**config.mk**
```make
export PLATFORM = sky130hd
export DESIGN_NAME = input_buffer
export DESIGN_NICKNAME = d
export VERILOG_FILES = /design/src/noc_buf_pkg.sv /design/src/flit_out_sel.sv /design/src/flit_ram.sv /design/src/input_buffer.sv /design/src/vc_ptr_track.sv
export SDC_FILE = /design/constraint.sdc
export NUM_CORES = 1
export LEC_CHECK = 0
export BUFFER_PORTS_ARGS = -buffer_cell sky130_fd_sc_hd__buf_2
export CAP_MARGIN = 10
export CORE_MARGIN = 3
export CORE_UTILIZATION = 25
export DETAILED_ROUTE_END_ITERATION = 16
export PLACE_DENSITY_LB_ADDON = 0.2
export SYNTH_ARGS = -nofsm -noshare
export SYNTH_HDL_FRONTEND = slang
export SYNTH_SLANG_ARGS = --single-unit
```
**constraint.sdc**
```tcl
create_clock -name clk -period 6.2 [get_ports clk]
set_input_delay 0.62 -clock clk [delete_from_list [all_inputs] [get_ports clk]]
set_output_delay 0.62 -clock clk [all_outputs]
set_load 0.05 [all_outputs]
```
**src/noc_buf_pkg.sv**
```systemverilog
`default_nettype none

package noc_buf_pkg;

    // port geometry
    localparam int num_vc        = 4;
    // flits per vc slice, power of two so pointers wrap on their own
    localparam int vc_depth      = 4;
    localparam int payload_width = 32;
    // header and tail marker bits
    localparam int flit_type_width = 2;

    // derived widths
    localparam int vc_idx_width = $clog2(num_vc);
    localparam int ptr_width    = $clog2(vc_depth);
    // count runs 0..vc_depth, one bit wider than a pointer
    localparam int depth_width  = $clog2(vc_depth + 1);
    // all slices laid out back to back in one ram
    localparam int ram_words    = num_vc * vc_depth;

    typedef logic [num_vc-1:0]                        vc_mask_t;
    typedef logic [vc_idx_width-1:0]                  vc_idx_t;
    typedef logic [ptr_width-1:0]                     ptr_t;
    typedef logic [depth_width-1:0]                   depth_t;
    // vc number on top, slice pointer below
    typedef logic [vc_idx_width+ptr_width-1:0]        ram_addr_t;
    typedef logic [flit_type_width-1:0]               flit_type_t;
    typedef logic [payload_width-1:0]                 payload_t;
    // ram word, type above payload
    typedef logic [flit_type_width+payload_width-1:0] flit_word_t;

    // occupancy of a full slice
    localparam depth_t depth_full = depth_t'(vc_depth);

endpackage

`default_nettype wire

```
**src/flit_out_sel.sv**
```systemverilog
`default_nettype none

module flit_out_sel #(
    parameter bit ssa_en = 1'b1
) (
    input  wire logic                   clk,
    input  wire logic                   reset,
    input  wire logic                   rd_en,
    input  wire noc_buf_pkg::flit_word_t wr_data,
    input  wire noc_buf_pkg::flit_word_t ram_rd_data,
    output noc_buf_pkg::flit_word_t     flit_out
);

    import noc_buf_pkg::*;

    if (ssa_en) begin : g_bypass
        // incoming flit, one cycle late, for the ssa path
        flit_word_t bypass_q;
        // remembers whether last cycle was a normal read
        logic       rd_en_q;

        always_ff @(posedge clk) begin
            bypass_q <= wr_data;
        end

        always_ff @(posedge clk or posedge reset) begin
            if (reset) begin
                rd_en_q <= 1'b0;
            end else begin
                rd_en_q <= rd_en;
            end
        end

        // ram data after a normal read, bypass word otherwise
        // bypass word only means something after an ssa pop
        assign flit_out = rd_en_q ? ram_rd_data : bypass_q;
    end else begin : g_no_bypass
        // no speculation, output follows the last ram read
        assign flit_out = ram_rd_data;
    end

endmodule

`default_nettype wire

```
**src/flit_ram.sv**
```systemverilog
`default_nettype none

module flit_ram (
    input  wire logic                   clk,
    input  wire logic                   ram_wr,
    input  wire noc_buf_pkg::ram_addr_t  ram_wr_addr,
    input  wire noc_buf_pkg::flit_word_t wr_data,
    input  wire logic                   ram_rd,
    input  wire noc_buf_pkg::ram_addr_t  ram_rd_addr,
    output noc_buf_pkg::flit_word_t     ram_rd_data
);

    import noc_buf_pkg::*;

    // all vc slices share this one array
    // slice k sits at addresses k*vc_depth .. k*vc_depth+vc_depth-1
    flit_word_t mem [ram_words];

    // write port
    always_ff @(posedge clk) begin
        if (ram_wr) begin
            mem[ram_wr_addr] <= wr_data;
        end
    end

    // registered read port
    // holds its last word while no read is issued
    // read-first on an address clash, which happens when a full slice
    // is read and written in the same cycle, the head must come out
    always_ff @(posedge clk) begin
        if (ram_rd) begin
            ram_rd_data <= mem[ram_rd_addr];
        end
    end

endmodule

`default_nettype wire

```
**src/input_buffer.sv**
```systemverilog
`default_nettype none

module input_buffer #(
    parameter bit ssa_en = 1'b1
) (
    input  wire logic                   clk,
    input  wire logic                   reset,
    input  wire noc_buf_pkg::flit_type_t flit_type_in,
    input  wire noc_buf_pkg::payload_t   payload_in,
    input  wire logic                   wr_en,
    input  wire noc_buf_pkg::vc_mask_t   vc_num_wr,
    input  wire logic                   rd_en,
    input  wire noc_buf_pkg::vc_mask_t   vc_num_rd,
    input  wire noc_buf_pkg::vc_mask_t   ssa_rd,
    output noc_buf_pkg::flit_type_t     flit_type_out,
    output noc_buf_pkg::payload_t       payload_out,
    output noc_buf_pkg::vc_mask_t       vc_not_empty
);

    import noc_buf_pkg::*;

    // stage 1 to stage 2
    logic      ram_wr;
    ram_addr_t ram_wr_addr;
    logic      ram_rd;
    ram_addr_t ram_rd_addr;

    // stage 2 to stage 3
    flit_word_t ram_rd_data;

    flit_word_t flit_word_in;
    flit_word_t flit_word_out;

    // type rides above the payload in the ram word
    assign flit_word_in = {flit_type_in, payload_in};

    assign flit_type_out = flit_word_out[payload_width +: flit_type_width];
    assign payload_out   = flit_word_out[payload_width-1:0];

    // pointers, counts, addresses
    vc_ptr_track u_vc_ptr_track (
        .clk          (clk),
        .reset        (reset),
        .wr_en        (wr_en),
        .vc_num_wr    (vc_num_wr),
        .rd_en        (rd_en),
        .vc_num_rd    (vc_num_rd),
        .ssa_rd       (ssa_rd),
        .ram_wr       (ram_wr),
        .ram_wr_addr  (ram_wr_addr),
        .ram_rd       (ram_rd),
        .ram_rd_addr  (ram_rd_addr),
        .vc_not_empty (vc_not_empty)
    );

    // shared slice storage
    flit_ram u_flit_ram (
        .clk         (clk),
        .ram_wr      (ram_wr),
        .ram_wr_addr (ram_wr_addr),
        .wr_data     (flit_word_in),
        .ram_rd      (ram_rd),
        .ram_rd_addr (ram_rd_addr),
        .ram_rd_data (ram_rd_data)
    );

    // bypass and output mux
    flit_out_sel #(
        .ssa_en (ssa_en)
    ) u_flit_out_sel (
        .clk         (clk),
        .reset       (reset),
        .rd_en       (rd_en),
        .wr_data     (flit_word_in),
        .ram_rd_data (ram_rd_data),
        .flit_out    (flit_word_out)
    );

endmodule

`default_nettype wire

```
**src/vc_ptr_track.sv**
```systemverilog
`default_nettype none

module vc_ptr_track (
    input  wire logic                 clk,
    input  wire logic                 reset,
    input  wire logic                 wr_en,
    input  wire noc_buf_pkg::vc_mask_t vc_num_wr,
    input  wire logic                 rd_en,
    input  wire noc_buf_pkg::vc_mask_t vc_num_rd,
    input  wire noc_buf_pkg::vc_mask_t ssa_rd,
    output logic                      ram_wr,
    output noc_buf_pkg::ram_addr_t    ram_wr_addr,
    output logic                      ram_rd,
    output noc_buf_pkg::ram_addr_t    ram_rd_addr,
    output noc_buf_pkg::vc_mask_t     vc_not_empty
);

    import noc_buf_pkg::*;

    // per-vc state, packed so it can be handed to the address function
    ptr_t   [num_vc-1:0] wr_ptr;
    ptr_t   [num_vc-1:0] rd_ptr;
    depth_t [num_vc-1:0] depth;

    vc_mask_t wr_mask;
    vc_mask_t pop_mask;

    // one-hot vc select plus that vc's pointer gives the ram address
    // or-reduction keeps it a plain and-or mux for one-hot selects
    function automatic ram_addr_t vc_addr(input vc_mask_t sel,
                                          input ptr_t [num_vc-1:0] ptrs);
        vc_idx_t idx;
        ptr_t    ptr;
        idx = '0;
        ptr = '0;
        for (int v = 0; v < num_vc; v++) begin
            if (sel[v]) begin
                idx = idx | vc_idx_t'(v);
                ptr = ptr | ptrs[v];
            end
        end
        return {idx, ptr};
    endfunction

    // write only counts when enabled
    assign wr_mask  = wr_en ? vc_num_wr : '0;
    // normal read has priority, ssa mask pops otherwise
    assign pop_mask = rd_en ? vc_num_rd : ssa_rd;

    // ram side strobes, same cycle as the request
    assign ram_wr      = wr_en;
    assign ram_wr_addr = vc_addr(vc_num_wr, wr_ptr);
    // ssa pops never touch the ram, the bypass register serves them
    assign ram_rd      = rd_en;
    assign ram_rd_addr = vc_addr(vc_num_rd, rd_ptr);

    always_comb begin
        for (int v = 0; v < num_vc; v++) begin
            vc_not_empty[v] = (depth[v] != '0);
        end
    end

    always_ff @(posedge clk or posedge reset) begin
        if (reset) begin
            wr_ptr <= '0;
            rd_ptr <= '0;
            depth  <= '0;
        end else begin
            for (int v = 0; v < num_vc; v++) begin
                // pointers wrap inside the slice by overflow
                if (wr_mask[v]) begin
                    wr_ptr[v] <= wr_ptr[v] + ptr_t'(1);
                end
                if (pop_mask[v]) begin
                    rd_ptr[v] <= rd_ptr[v] + ptr_t'(1);
                end
                // write and pop together leave the count alone
                if (wr_mask[v] && !pop_mask[v]) begin
                    depth[v] <= depth[v] + depth_t'(1);
                end else if (!wr_mask[v] && pop_mask[v]) begin
                    depth[v] <= depth[v] - depth_t'(1);
                end
            end
        end
    end

    // sender discipline, there is no back-pressure to protect the slices
    for (genvar v = 0; v < num_vc; v++) begin : g_vc_chk
        // overflow, a full slice only takes a flit when its head leaves
        a_no_overflow: assert property (@(posedge clk) disable iff (reset)
            (wr_mask[v] && !pop_mask[v]) |-> (depth[v] != depth_full))
            else $error("write to full vc %0d", v);

        // underflow, only an ssa pop of a flit arriving this cycle is legal
        a_no_underflow: assert property (@(posedge clk) disable iff (reset)
            (pop_mask[v] && (depth[v] == '0)) |-> (!rd_en && wr_mask[v]))
            else $error("pop of empty vc %0d", v);
    end

    // an enable needs somewhere to go
    a_wr_sel: assert property (@(posedge clk) disable iff (reset)
        wr_en |-> (vc_num_wr != '0))
        else $error("wr_en without a write vc");

    a_rd_sel: assert property (@(posedge clk) disable iff (reset)
        rd_en |-> (vc_num_rd != '0))
        else $error("rd_en without a read vc");

endmodule

`default_nettype wire
```
======== Word-level counts from Yosys, hierarchy flattened ========
Memories as Yosys holds them, arrays and structs flattened. A register that Yosys moved wholly into a read port is not among the register bits.
Index checks and enable logic that the tools add are counted.
storage, ports and cells
  memory bits (writable) .................. 544
  output and inout port bits .............. 38
  word-level logic and storage cells ...... 88
  register bits after elaboration ......... 63
  memories kept ........................... 1
memory list
  name            words  bits a word  rd ports  clocked after Yosys merged registers in  write ports  line            source
  u_flit_ram.mem  16     34           1         1                                        1            flit_ram.sv:17  flit_word_t mem [ram_words];
cells by class
  add/subtract/negate cells ............... 16
  bitwise logic cells ..................... 6
  reduce and logical (&&, ||, !) cells .... 24
  mux-type cells .......................... 27
operators by type and width
  cell                 number
  $mux 34              1
  $mux 2               12
  $mux 3               8
  $add 2x1->2 const B  8
  $add 3x1->3 const B  4
  $or 2x2->2           6
  $reduce_bool 3->1    4
  $sub 3x1->3 const B  4
  $logic_and 1x1->1    8
  $logic_not 1->1      8
  $mux 4               2
  $reduce_bool 2->1    4
  $mux 1               4

======== Depth between registers and ports, before layout ========
Gate-level depths: netlist of the first run.
  depth after elaboration ................. 7
  gate-level depth with buffers ........... 8
  depth with buffers taken out ............ 7

======== Cells and area by module ========
A second synthesis of the first run with hierarchy kept.
unflattened totals
  cell total of the unflattened synthesis .. 1,078
  area, all modules ....................... 24,214.5 µm²
modules (own cells, without submodules)
  module        cells each  area an instance (µm²)  sequential area each (µm²)  times used
  flit_ram      888         21,416.8                17,356.6                    1
  vc_ptr_track  116         1,521.5                 700.7                       1
  flit_out_sel  74          1,276.2                 705.7                       1

======== Worst setup path before layout of the first run ========
OpenSTA, ideal clock, no wires.
  path type ............................... input port to flip-flop
  start point ............................. input vc_num_wr[3]
  end point ............................... memory u_flit_ram.mem[0][0] in the netlist's numbering (enable)
  slack ................................... 3.254 ns
  arrival time ............................ 2.521 ns
  stages .................................. 4
  setup time .............................. 0.425 ns
  path through ............................ a22oi_1 and2_1 nand2_1 nor2_1
between the ends
  cells in the longest elaborated chain, start to end .. 1
  elaborated cells between the ends (all ways) .. 2
  those cells by class .................... mux: 2
ends and longest elaborated chain
  element          line                source
  start, declared  input_buffer.sv:11  input wire noc_buf_pkg::vc_mask_t vc_num_wr,
  $mux 2           vc_ptr_track.sv:37  if (sel[v]) begin
  end, declared    flit_ram.sv:17
Parallel ways exist; a longest one is shown, timed or not.

======== Worst setup path after layout of the first run ========
  start point ............................. register u_flit_out_sel.g_bypass.rd_en_q
  end point ............................... output payload_out[0]
between the ends
  cells in the longest elaborated chain, start to end .. 1
ends and longest elaborated chain
  element                 line                source
  start, declared         flit_out_sel.sv:20  logic rd_en_q;
  start signal, assigned  flit_out_sel.sv:30  rd_en_q <= rd_en;
  $mux 34                 flit_out_sel.sv:36  assign flit_out = rd_en_q ? ram_rd_data : bypass_q;
  end, declared           input_buffer.sv:16  output noc_buf_pkg::payload_t payload_out,
Every way passes these cells.

==> results.json, run 1 <==
{
  "synthArstFlopShare": 0.0452,
  "drive_above_1_share": 0.320,
  "hold_viol_final": 0,
  "clock.fmax_mhz": 312,
  "cp_max_fo": 18,
  "worstPathArrival_ns": 2.58,
  "p_clk_frac": 0.350,
  "fp-row-count": 112,
  "p_int_mw": 8.40,
  "grt_usage": 0.123,
  "post-route-util": 0.301,
  "seq_power_share": 0.459,
  "synth_edf_count": 578,
  "placed_cells": 2407,
  "grt_pass1_wl_um": 88300,
  "start_util": 0.254,
  "yosys.cell_types.count": 34,
  "p_per_area_nw_per_um2": 407,
  "status": "finished clean",
  "syn_inst": 1091,
  "synthTopCellsByArea": "edfxtp_1, mux4_2, dfrtp_1, dfxtp_1, a22oi_1",
  "cts_root_buffer": "clkbuf_16",
  "synth_nets": 1149,
  "cap_violations": 0,
  "synth_area_sq_um": 24000,
  "required_ns": 5.58,
  "wl_um": 60900,
  "cts_sinks": 641,
  "fin_crit_ns": 3.20,
  "grt_max_degree": 94,
  "drtIter0Drc": 716,
  "final_cell_mix": "edfxtp_1, mux4_2, buf_2, clkbuf_16, a22oi_1",
  "final_common_cell": "edfxtp_1",
  "ios": 88,
  "cts.path.max_buffers": 3,
  "worstSetupPathType": "reg2out",
  "worst_pin_slew_ns": 0.939,
  "post_drt_wl_per_cell_um": 24.0,
  "tns_ns": 0,
  "die_y_um": 316,
  "p_comb_frac": 0.191,
  "clock_latency_ns": 0.60,
  "overflow": 0,
  "post-cts-setup-buffers": 0,
  "yosysWarnings": 0,
  "hold_buffers": 0,
  "period_share": 0.517,
  "vias": 11200,
  "p_leak_nw": 9.12,
  "rr_startpoint": "u_vc_ptr_track.rd_ptr[0]",
  "p_sw_mw": 3.16,
  "slew_violations": 0,
  "fin_area_sq_um": 28400,
  "core_sq_um": 94200,
  "worst_r2r_path_depth": 6,
  "yosys.area.top_type_share": 0.724,
  "grt_pass1_vias": 12400,
  "via_per_inst": 4.40,
  "ant_nets": 0,
  "dp.final_hpwl_um": 29000,
  "holdWs_ns": 0.0710,
  "globalplace.congestion": 0.673,
  "crit_path_end_kind": "output pin",
  "htree_num_levels": 3,
  "rsz0062_at_grt": "no",
  "ys_seq_area_frac": 0.783,
  "synth.largest_area_cell": "edfxtp_1",
  "fp.dieW_um": 316,
  "hp-class": "in2async",
  "syn_to_final_growth_pct": 18.4,
  "rrSetupSlack_ns": 3.38,
  "drc_errors": 0,
  "synth-seq-cells": 641,
  "firstDrtPassIters": 5,
  "maxSlewHeadroom": 0.373,
  "clock-skew-final_ns": 0.0201,
  "ctsResizeCount": 0,
  "final_cells": 2541,
  "syn_area_per_cell_sq_um": 22.0,
  "die_area_sq_um": 99600,
  "cts_tree": "yes",
  "portBuffers": 87,
  "final_nets": 1285,
  "cts_buffers": 71,
  "cp-start-kind": "register",
  "synth-main-ff-cell": "edfxtp_1",
  "antenna_found_initial": 7,
  "ir_worst_vdd_mv": 0.349,
  "regToRegEndpoint": "u_flit_ram.ram_rd_data[12]",
  "clk_pin_slew_ns": 0.06,
  "netSwitchingFraction": 0.273,
  "place_area_sq_um": 26100,
  "setup_viol": 0
}
-- worst max-delay path by stage --
stage                                         start                          to  slack [ns]  cells past startpoint
finish              u_flit_out_sel.g_bypass.rd_en_q              payload_out[0]        3.00                      3
global route        u_flit_out_sel.g_bypass.rd_en_q              payload_out[0]        2.86                      3
CTS                 u_flit_out_sel.g_bypass.rd_en_q              payload_out[0]        2.84                      3
detailed placement                     vc_num_rd[3]  u_flit_ram.ram_rd_data[12]        2.98                      6
global placement                       vc_num_rd[3]  u_flit_ram.ram_rd_data[12]        3.00                      6
floorplan                              vc_num_wr[3]        u_flit_ram.mem[0][0]        3.25                      4
-- cell families (layout without fill, tap and decap cells) --
| logic type | after synthesis | in the layout | share of synthesized area |
|---|---|---|---|
| flops | 641 | 641 | 0.783 |
| compound gates | 87 | 87 | 0.0284 |
| mux | 178 | 178 | 0.145 |
| xor+xnor | 28 | 28 | 0.0102 |
| buf+inv | 56 | 250 | 0.0110 |
| fa+ha+maj | 8 | 8 | 0.00543 |
| other cells | 0 | 2 | 0 |
| simple gates | 93 | 93 | 0.0167 |
-- critical path, cell delays in order, from the launching register on --
cell     delay, ns
dfrtp_2       0.74
buf_4         0.48
mux2_2        0.46
buf_2         0.24
-- registers in the layout, summed over array words and instances (netlist names) --
signal,cells
u_flit_out_sel.g_bypass.bypass_q,34
u_flit_out_sel.g_bypass.rd_en_q,1
u_flit_ram.mem,544
u_flit_ram.ram_rd_data,34
u_vc_ptr_track.depth,12
u_vc_ptr_track.rd_ptr,8
u_vc_ptr_track.wr_ptr,8
-- power groups by stage --
stage	clock [mW]	combinational (mW)	sequential (mW)
2_1_floorplan	0	1.61	5.34
3_3_place_gp	0	2.26	5.39
3_5_place_dp	0	2.28	5.40
4_1_cts	4.17	2.29	5.31
5_1_grt	4.34	2.41	5.34
6_report	4.04	2.21	5.30
-- cells in the mapped netlist (5+ instances only) --
| master | number |
|---|---|
| xnor2_1 | 16 |
| nor2_1 | 28 |
| mux4_2 | 132 |
| mux2i_1 | 8 |
| edfxtp_1 | 578 |
| inv_1 | 5 |
| and2_1 | 6 |
| buf_2 | 6 |
| buf_1 | 6 |
| dfxtp_1 | 34 |
| buf_4 | 10 |
| clkbuf_1 | 28 |
| nand2_1 | 46 |
| a22oi_1 | 71 |
| dfrtp_1 | 29 |
| xor2_1 | 12 |
| mux2_2 | 38 |
-- layer usage --
metal | share of wire | wire length, um | global-route usage | vias up
met5 | 0.00089 | 54 | 0 | -
met4 | 0.018 | 1080 | 0.0347 | 8
met3 | 0.042 | 2560 | 0.0226 | 78
met2 | 0.51 | 31000 | 0.214 | 204
met1 | 0.43 | 26200 | 0.158 | 6098
li1 | - | - | - | 4793
-- per-stage QoR --
step | total power [mW] | setup slack (ns)
after floorplan | 6.95 | 3.25
after global placement | 7.65 | 3.00
after detailed placement | 7.68 | 2.98
after CTS | 11.8 | 2.84
after global routing | 12.1 | 2.86
final | 11.6 | 3.00
-- layout make-up --
class / count / area, sq um
sequential: 641 / 18800
timing repair buffer: 114 / 696
clock buffer: 92 / 1950
clock inverter: 39 / 279
multi-input combinational: 394 / 5090
tap: 1254 / 1570
antenna: 2 / 5.00
inverter: 5 / 18.8
fill: 9202 / 65800
Note: power is estimated with default switching activity, not from simulation.
==> inputs of run 2 (changes only) <==
==> constraint.sdc (replaced) <==
create_clock -name clk -period 3.2 [get_ports clk]
set_input_delay 0.32 -clock clk [delete_from_list [all_inputs] [get_ports clk]]
set_output_delay 0.32 -clock clk [all_outputs]
set_load 0.05 [all_outputs]
==> run 2 against run 1 <==
  * Clock power up 100%
  * Power up 99%
  * Sequential share of layout area down 1.8 points
  * Clock skew down 0.0021 ns
  * Worst hold slack worse by 0.032 ns
  * First-iteration DRC count up 7.4%
  * Critical path depth up 4
  * Final cell count up 1.9%
  * Count of clock-buffer cells in the layout up 15
  * Largest cell class unchanged
  * Largest power group unchanged
==> results.json, run 2 (synthesized netlist as in run 1, its figures left out) <==
{
  "status": "finished clean",
  "ios": 88,
  "start_util": 0.254,
  "syn_to_final_growth_pct": 21.7,
  "period_share": 0.831,
  "setup_viol": 0,
  "post_drt_wl_per_cell_um": 23.4,
  "nFillCells": 9081,
  "min_to": "u_flit_out_sel.g_bypass.bypass_q[28]",
  "overflow": 0,
  "final_common_cell": "edfxtp_1",
  "portBuffers": 87,
  "worst_pin_slew_ns": 1.05,
  "vias": 11300,
  "cts.path.max_buffers": 3,
  "largest_register_ffs": 544,
  "maxSlewHeadroom": 0.299,
  "cp-start-kind": "register",
  "top_register": "u_flit_ram.mem",
  "die_area_sq_um": 99600,
  "ctsResizeCount": 0,
  "multiInputGateArea_sq_um": 5090,
  "crit_path_frequent_cell": "buf_12",
  "rrSetupSlack_ns": 0.54,
  "htree_num_levels": 3,
  "firstDrtPassIters": 5,
  "clock-skew-final_ns": 0.0180,
  "final_cell_mix": "edfxtp_1, mux4_2, buf_2, clkbuf_16, a22oi_1",
  "worst_r2r_path_depth": 7,
  "cts_buffers": 73,
  "fin_crit_ns": 2.66,
  "cts_sinks": 641,
  "grt_pass1_wl_um": 88000,
  "rsz0062_at_grt": "no",
  "clk_pin_slew_ns": 0.06,
  "via_per_inst": 4.35,
  "hold_viol_final": 0,
  "grt_pass1_vias": 12500,
  "worstHoldStart": "payload_in[28]",
  "cts_tree": "yes",
  "critPathTopFamily": "compound AO/OA/AOI/OAI gates",
  "fp-row-count": 112,
  "clock_latency_ns": 0.60,
  "p_leak_nw": 9.45,
  "cp_slowest_stage_delay_ns": 0.53,
  "clock.fmax_mhz": 376,
  "crit_path_end_kind": "register",
  "cap_violations": 0,
  "ir_worst_vdd_mv": 0.331,
  "grt_max_degree": 81,
  "cp_cell_sequence": "a22o_1 > a221oi_4 > buf_12 > buf_12 > mux4_2 > a22oi_1 > nand2_1",
  "n_antenna_cell": 0,
  "regToRegEndpoint": "u_flit_ram.ram_rd_data[16]",
  "min_path_cells": 1,
  "drtIter0Drc": 769,
  "final_nets": 1334,
  "drc_errors": 0,
  "dp.final_hpwl_um": 31400,
  "die_y_um": 316,
  "p_per_area_nw_per_um2": 787,
  "drive_above_1_share": 0.318,
  "tns_ns": 0,
  "required_ns": 3.54,
  "cp_max_fo": 27,
  "post-route-util": 0.310,
  "globalplace.congestion": 0.679,
  "cts_root_buffer": "clkbuf_16",
  "worst-path-buf-inv": 2,
  "grt_usage": 0.123,
  "register_area_sq_um": 18800,
  "worstPathArrival_ns": 3.00,
  "hp-class": "in2reg",
  "cp_slowest_cell": "mux4_2",
  "ant_nets": 0,
  "wl_um": 60700,
  "antenna_found_initial": 3,
  "core_sq_um": 94200,
  "worstSetupPathType": "reg2reg",
  "slew_violations": 0,
  "largestRegisters": "u_flit_ram.mem x544, u_flit_out_sel.g_bypass.bypass_q x34, u_flit_ram.ram_rd_data x34",
  "fp.dieW_um": 316,
  "rr_startpoint": "u_vc_ptr_track.rd_ptr[0]"
}
-- run 2: how the worst max path moves through the flow --
| stage | slack [ns] | start | depth (start not counted) | end |
|---|---|---|---|---|
| after global placement | 0.47 | vc_num_rd[1] | 8 | u_flit_ram.ram_rd_data[16] |
| after detailed placement | 0.47 | vc_num_rd[1] | 8 | u_flit_ram.ram_rd_data[23] |
| after CTS | 0.48 | u_vc_ptr_track.rd_ptr[0] | 7 | u_flit_ram.ram_rd_data[23] |
| final | 0.54 | u_vc_ptr_track.rd_ptr[0] | 7 | u_flit_ram.ram_rd_data[16] |
| after global routing | 0.34 | u_vc_ptr_track.rd_ptr[0] | 7 | u_flit_ram.ram_rd_data[23] |
| after floorplan | 0.48 | u_vc_ptr_track.wr_ptr[2] | 4 | u_flit_ram.mem[2][0] |
-- run 2: final cells by class --
cell class                 count  share of cell area
clock buffer                 107              0.0738
clock inverter                27             0.00708
inverter                       5            0.000643
multi-input combinational    394               0.174
sequential                   641               0.643
tap                         1254              0.0538
timing repair buffer         161              0.0470
-- run 2: layer usage --
metal  vias up  share of wire  global-route usage
met3        67          0.040              0.0233
met2       230           0.50               0.207
li1       4894              -                   -
met5         -        0.00043                   0
met1      6063           0.45               0.163
met4         4          0.015              0.0320
-- run 2: report_power, final --
part / internal, mW / total [mW] / leakage (nW) / switching [mW]
clock: 4.90 / 8.14 / 1.16 / 3.24
sequential: 9.96 / 10.3 / 5.88 / 0.319
combinational: 1.96 / 4.53 / 2.42 / 2.58
total: 16.8 / 23.0 / 9.45 / 6.14
-- run 2: what timing repair did --
action,CTS,global route
hold buffers,33,1
setup buffers,0,0
endpoints found under the hold margin,33,7
setup endpoints to repair,0,0
-- run 2: through the flow --
stage,setup WS [ns],std cells,cell area [sq um],power (mW),hold WS [ns]
after floorplan,0.481,1091,24000,13.5,0.348
after global placement,0.468,2420,26400,15.0,0.449
after detailed placement,0.471,2420,26400,15.1,0.451
after CTS,0.475,2587,29100,23.4,0.00554
after global routing,0.344,2589,29200,24.0,0.0237
final,0.541,2589,29200,23.0,0.0392
==> inputs of run 3 (changes only) <==
==> constraint.sdc (replaced) <==
create_clock -name clk -period 2.31 [get_ports clk]
set_input_delay 0.231 -clock clk [delete_from_list [all_inputs] [get_ports clk]]
set_output_delay 0.231 -clock clk [all_outputs]
set_load 0.05 [all_outputs]
==> run 3 against run 2 <==
  * The flow now finishes with violations (setup timing)
  * Clock skew is 0.0011 ns lower
  * Final cell count is 2.5% higher
  * Clock power is 38% higher
  * Utilization is 1.3 points higher
  * Non-clock buffer count is 63 higher
  * Sequential share of layout area is 2.6 points lower
  * Wire length is 2.6% higher
  * Register-to-register slack worse by 0.70 ns
  * Largest cell class unchanged
  * Highest routed layer unchanged
==> results.json, run 3 (synthesized netlist as in run 1, its figures left out) <==
{
  "tns_ns": -3.70,
  "clock-skew-final_ns": 0.0169,
  "hold_viol_final": 0,
  "firstDrtPassIters": 5,
  "grt_pass1_wl_um": 90100,
  "antenna_found_initial": 3,
  "vias": 11600,
  "place_area_sq_um": 26800,
  "cts_root_buffer": "clkbuf_16",
  "grt_usage": 0.126,
  "violations": "setup timing",
  "setup_viol": 34,
  "required_ns": 2.67,
  "clk_pin_slew_ns": 0.06,
  "cts_tree": "yes",
  "syn_to_final_growth_pct": 26.9,
  "fp-row-count": 112,
  "dp.final_hpwl_um": 32500,
  "fp.dieW_um": 316,
  "place_ws_ns": -0.214,
  "final_cell_mix": "edfxtp_1, mux4_2, buf_2, clkbuf_16, a22oi_2",
  "htree_num_levels": 3,
  "worstPathArrival_ns": 2.83,
  "via_per_inst": 4.36,
  "layout_setup_ws_ns": -0.159,
  "p_sw_mw": 9.23,
  "rr_startpoint": "u_vc_ptr_track.rd_ptr[0]",
  "cts_buffers": 74,
  "start_util": 0.254,
  "post-route-util": 0.323,
  "wl_um": 62300,
  "final_common_cell": "edfxtp_1",
  "worstHoldStart": "ssa_rd[1]",
  "period_share": 1.07,
  "regToRegEndpoint": "u_flit_ram.ram_rd_data[0]",
  "worstSetupPathType": "reg2reg",
  "placed_cells": 2452,
  "multiInputGateArea_sq_um": 5350,
  "fin_area_sq_um": 30400,
  "core_sq_um": 94200,
  "p_clk_frac": 0.332,
  "cp-start-kind": "register",
  "largest_register_ffs": 544,
  "status": "finished, violations left",
  "cp_slowest_stage_delay_ns": 0.49,
  "cp_slowest_cell": "mux4_2",
  "cp_max_fo": 10,
  "cts.path.max_buffers": 3,
  "netSwitchingFraction": 0.275,
  "die_area_sq_um": 99600,
  "hp-class": "in2reg",
  "slew_violations": 0,
  "final_cells": 2655,
  "die_y_um": 316,
  "p_per_area_nw_per_um2": 1110,
  "portBuffers": 87,
  "seq_power_share": 0.423,
  "worst_r2r_path_depth": 9,
  "ir_worst_vdd_mv": 0.460,
  "largestRegisters": "u_flit_ram.mem x544, u_flit_out_sel.g_bypass.bypass_q x34, u_flit_ram.ram_rd_data x34",
  "rsz0062_at_grt": "yes",
  "top_register": "u_flit_ram.mem",
  "drtIter0Drc": 846,
  "globalplace.congestion": 0.685,
  "nFillCells": 9018,
  "post_drt_wl_per_cell_um": 23.5,
  "p_total_mw": 33.6,
  "overflow": 0,
  "grt_pass1_vias": 12600,
  "maxSlewHeadroom": 0.391,
  "drc_errors": 0,
  "clock.fmax_mhz": 405,
  "ant_nets": 0,
  "critPathTopFamily": "compound AO/OA/AOI/OAI gates",
  "p_comb_frac": 0.245,
  "cap_violations": 0,
  "rrSetupSlack_ns": -0.16,
  "p_leak_nw": 9.92,
  "min_to": "u_vc_ptr_track.rd_ptr[2]",
  "p_int_mw": 24.4,
  "cts_sinks": 641,
  "holdWs_ns": 0.0238,
  "min_path_cells": 3,
  "cp_cell_sequence": "a22o_1 > a221oi_4 > buf_12 > buf_16 > buf_12 > buf_12 > mux4_2 > a22oi_2 > nand2_1",
  "register_area_sq_um": 18800,
  "crit_path_frequent_cell": "buf_12",
  "ios": 88,
  "clock_latency_ns": 0.61,
  "worst_pin_slew_ns": 0.913,
  "final_nets": 1398,
  "crit_path_end_kind": "register",
  "drive_above_1_share": 0.384,
  "grt_max_degree": 77,
  "worst-path-buf-inv": 4,
  "worst-path-stages": 9,
  "fin_crit_ns": 2.47
}
[run 3: final cells by class]
type,instances,area share
Antenna cell,1,0.0000823
Clock buffer,94,0.0658
Clock inverter,42,0.0105
Inverter,5,0.000617
Multi-Input combinational cell,394,0.176
Sequential cell,641,0.617
Tap cell,1254,0.0516
Timing Repair Buffer,224,0.0784
[run 3: worst reg2reg max path: stages (launching register included)]
cell	delay (ns)
dfrtp_1	0.37
a22o_1	0.26
a221oi_4	0.25
buf_12	0.16
buf_16	0.15
buf_12	0.18
buf_12	0.12
mux4_2	0.49
a22oi_2	0.19
nand2_1	0.06
[run 3: routing by layer]
metal	share of wire	GRT usage	wire length, um	up-vias
li1	-	-	-	5034
met1	0.43	0.164	26800	6242
met2	0.51	0.218	31900	225
met3	0.040	0.0212	2480	72
met4	0.017	0.0352	1030	2
met5	0.00021	0	13	-
[run 3: worst max-delay path by stage]
stage                                 end  slack (ns)                     start
2_1_floorplan        u_flit_ram.mem[2][0]       -0.41  u_vc_ptr_track.wr_ptr[2]
3_3_place_gp   u_flit_ram.ram_rd_data[17]       -0.19  u_vc_ptr_track.rd_ptr[0]
3_5_place_dp   u_flit_ram.ram_rd_data[17]       -0.21  u_vc_ptr_track.rd_ptr[0]
4_1_cts        u_flit_ram.ram_rd_data[26]       -0.18  u_vc_ptr_track.rd_ptr[0]
5_1_grt        u_flit_ram.ram_rd_data[24]       -0.25  u_vc_ptr_track.rd_ptr[0]
6_report        u_flit_ram.ram_rd_data[0]       -0.16  u_vc_ptr_track.rd_ptr[0]
[run 3: what timing repair did]
action	4_1_cts	5_1_grt
setup buffers	23	0
resized for setup	68	21
pin swaps	32	9
gates cloned	9	2
endpoints found under the hold margin	497	0
hold buffers	36	0
setup endpoints to repair	34	34
[run 3: power by group through the flow]
stage / Sequential (mW) / Clock (mW) / Combinational [mW]
2_1_floorplan: 14.3 / 0 / 4.34
3_3_place_gp: 14.5 / 0 / 6.67
3_5_place_dp: 14.5 / 0 / 6.71
4_1_cts: 14.2 / 11.5 / 8.35
5_1_grt: 14.3 / 12.0 / 8.85
6_report: 14.2 / 11.2 / 8.24
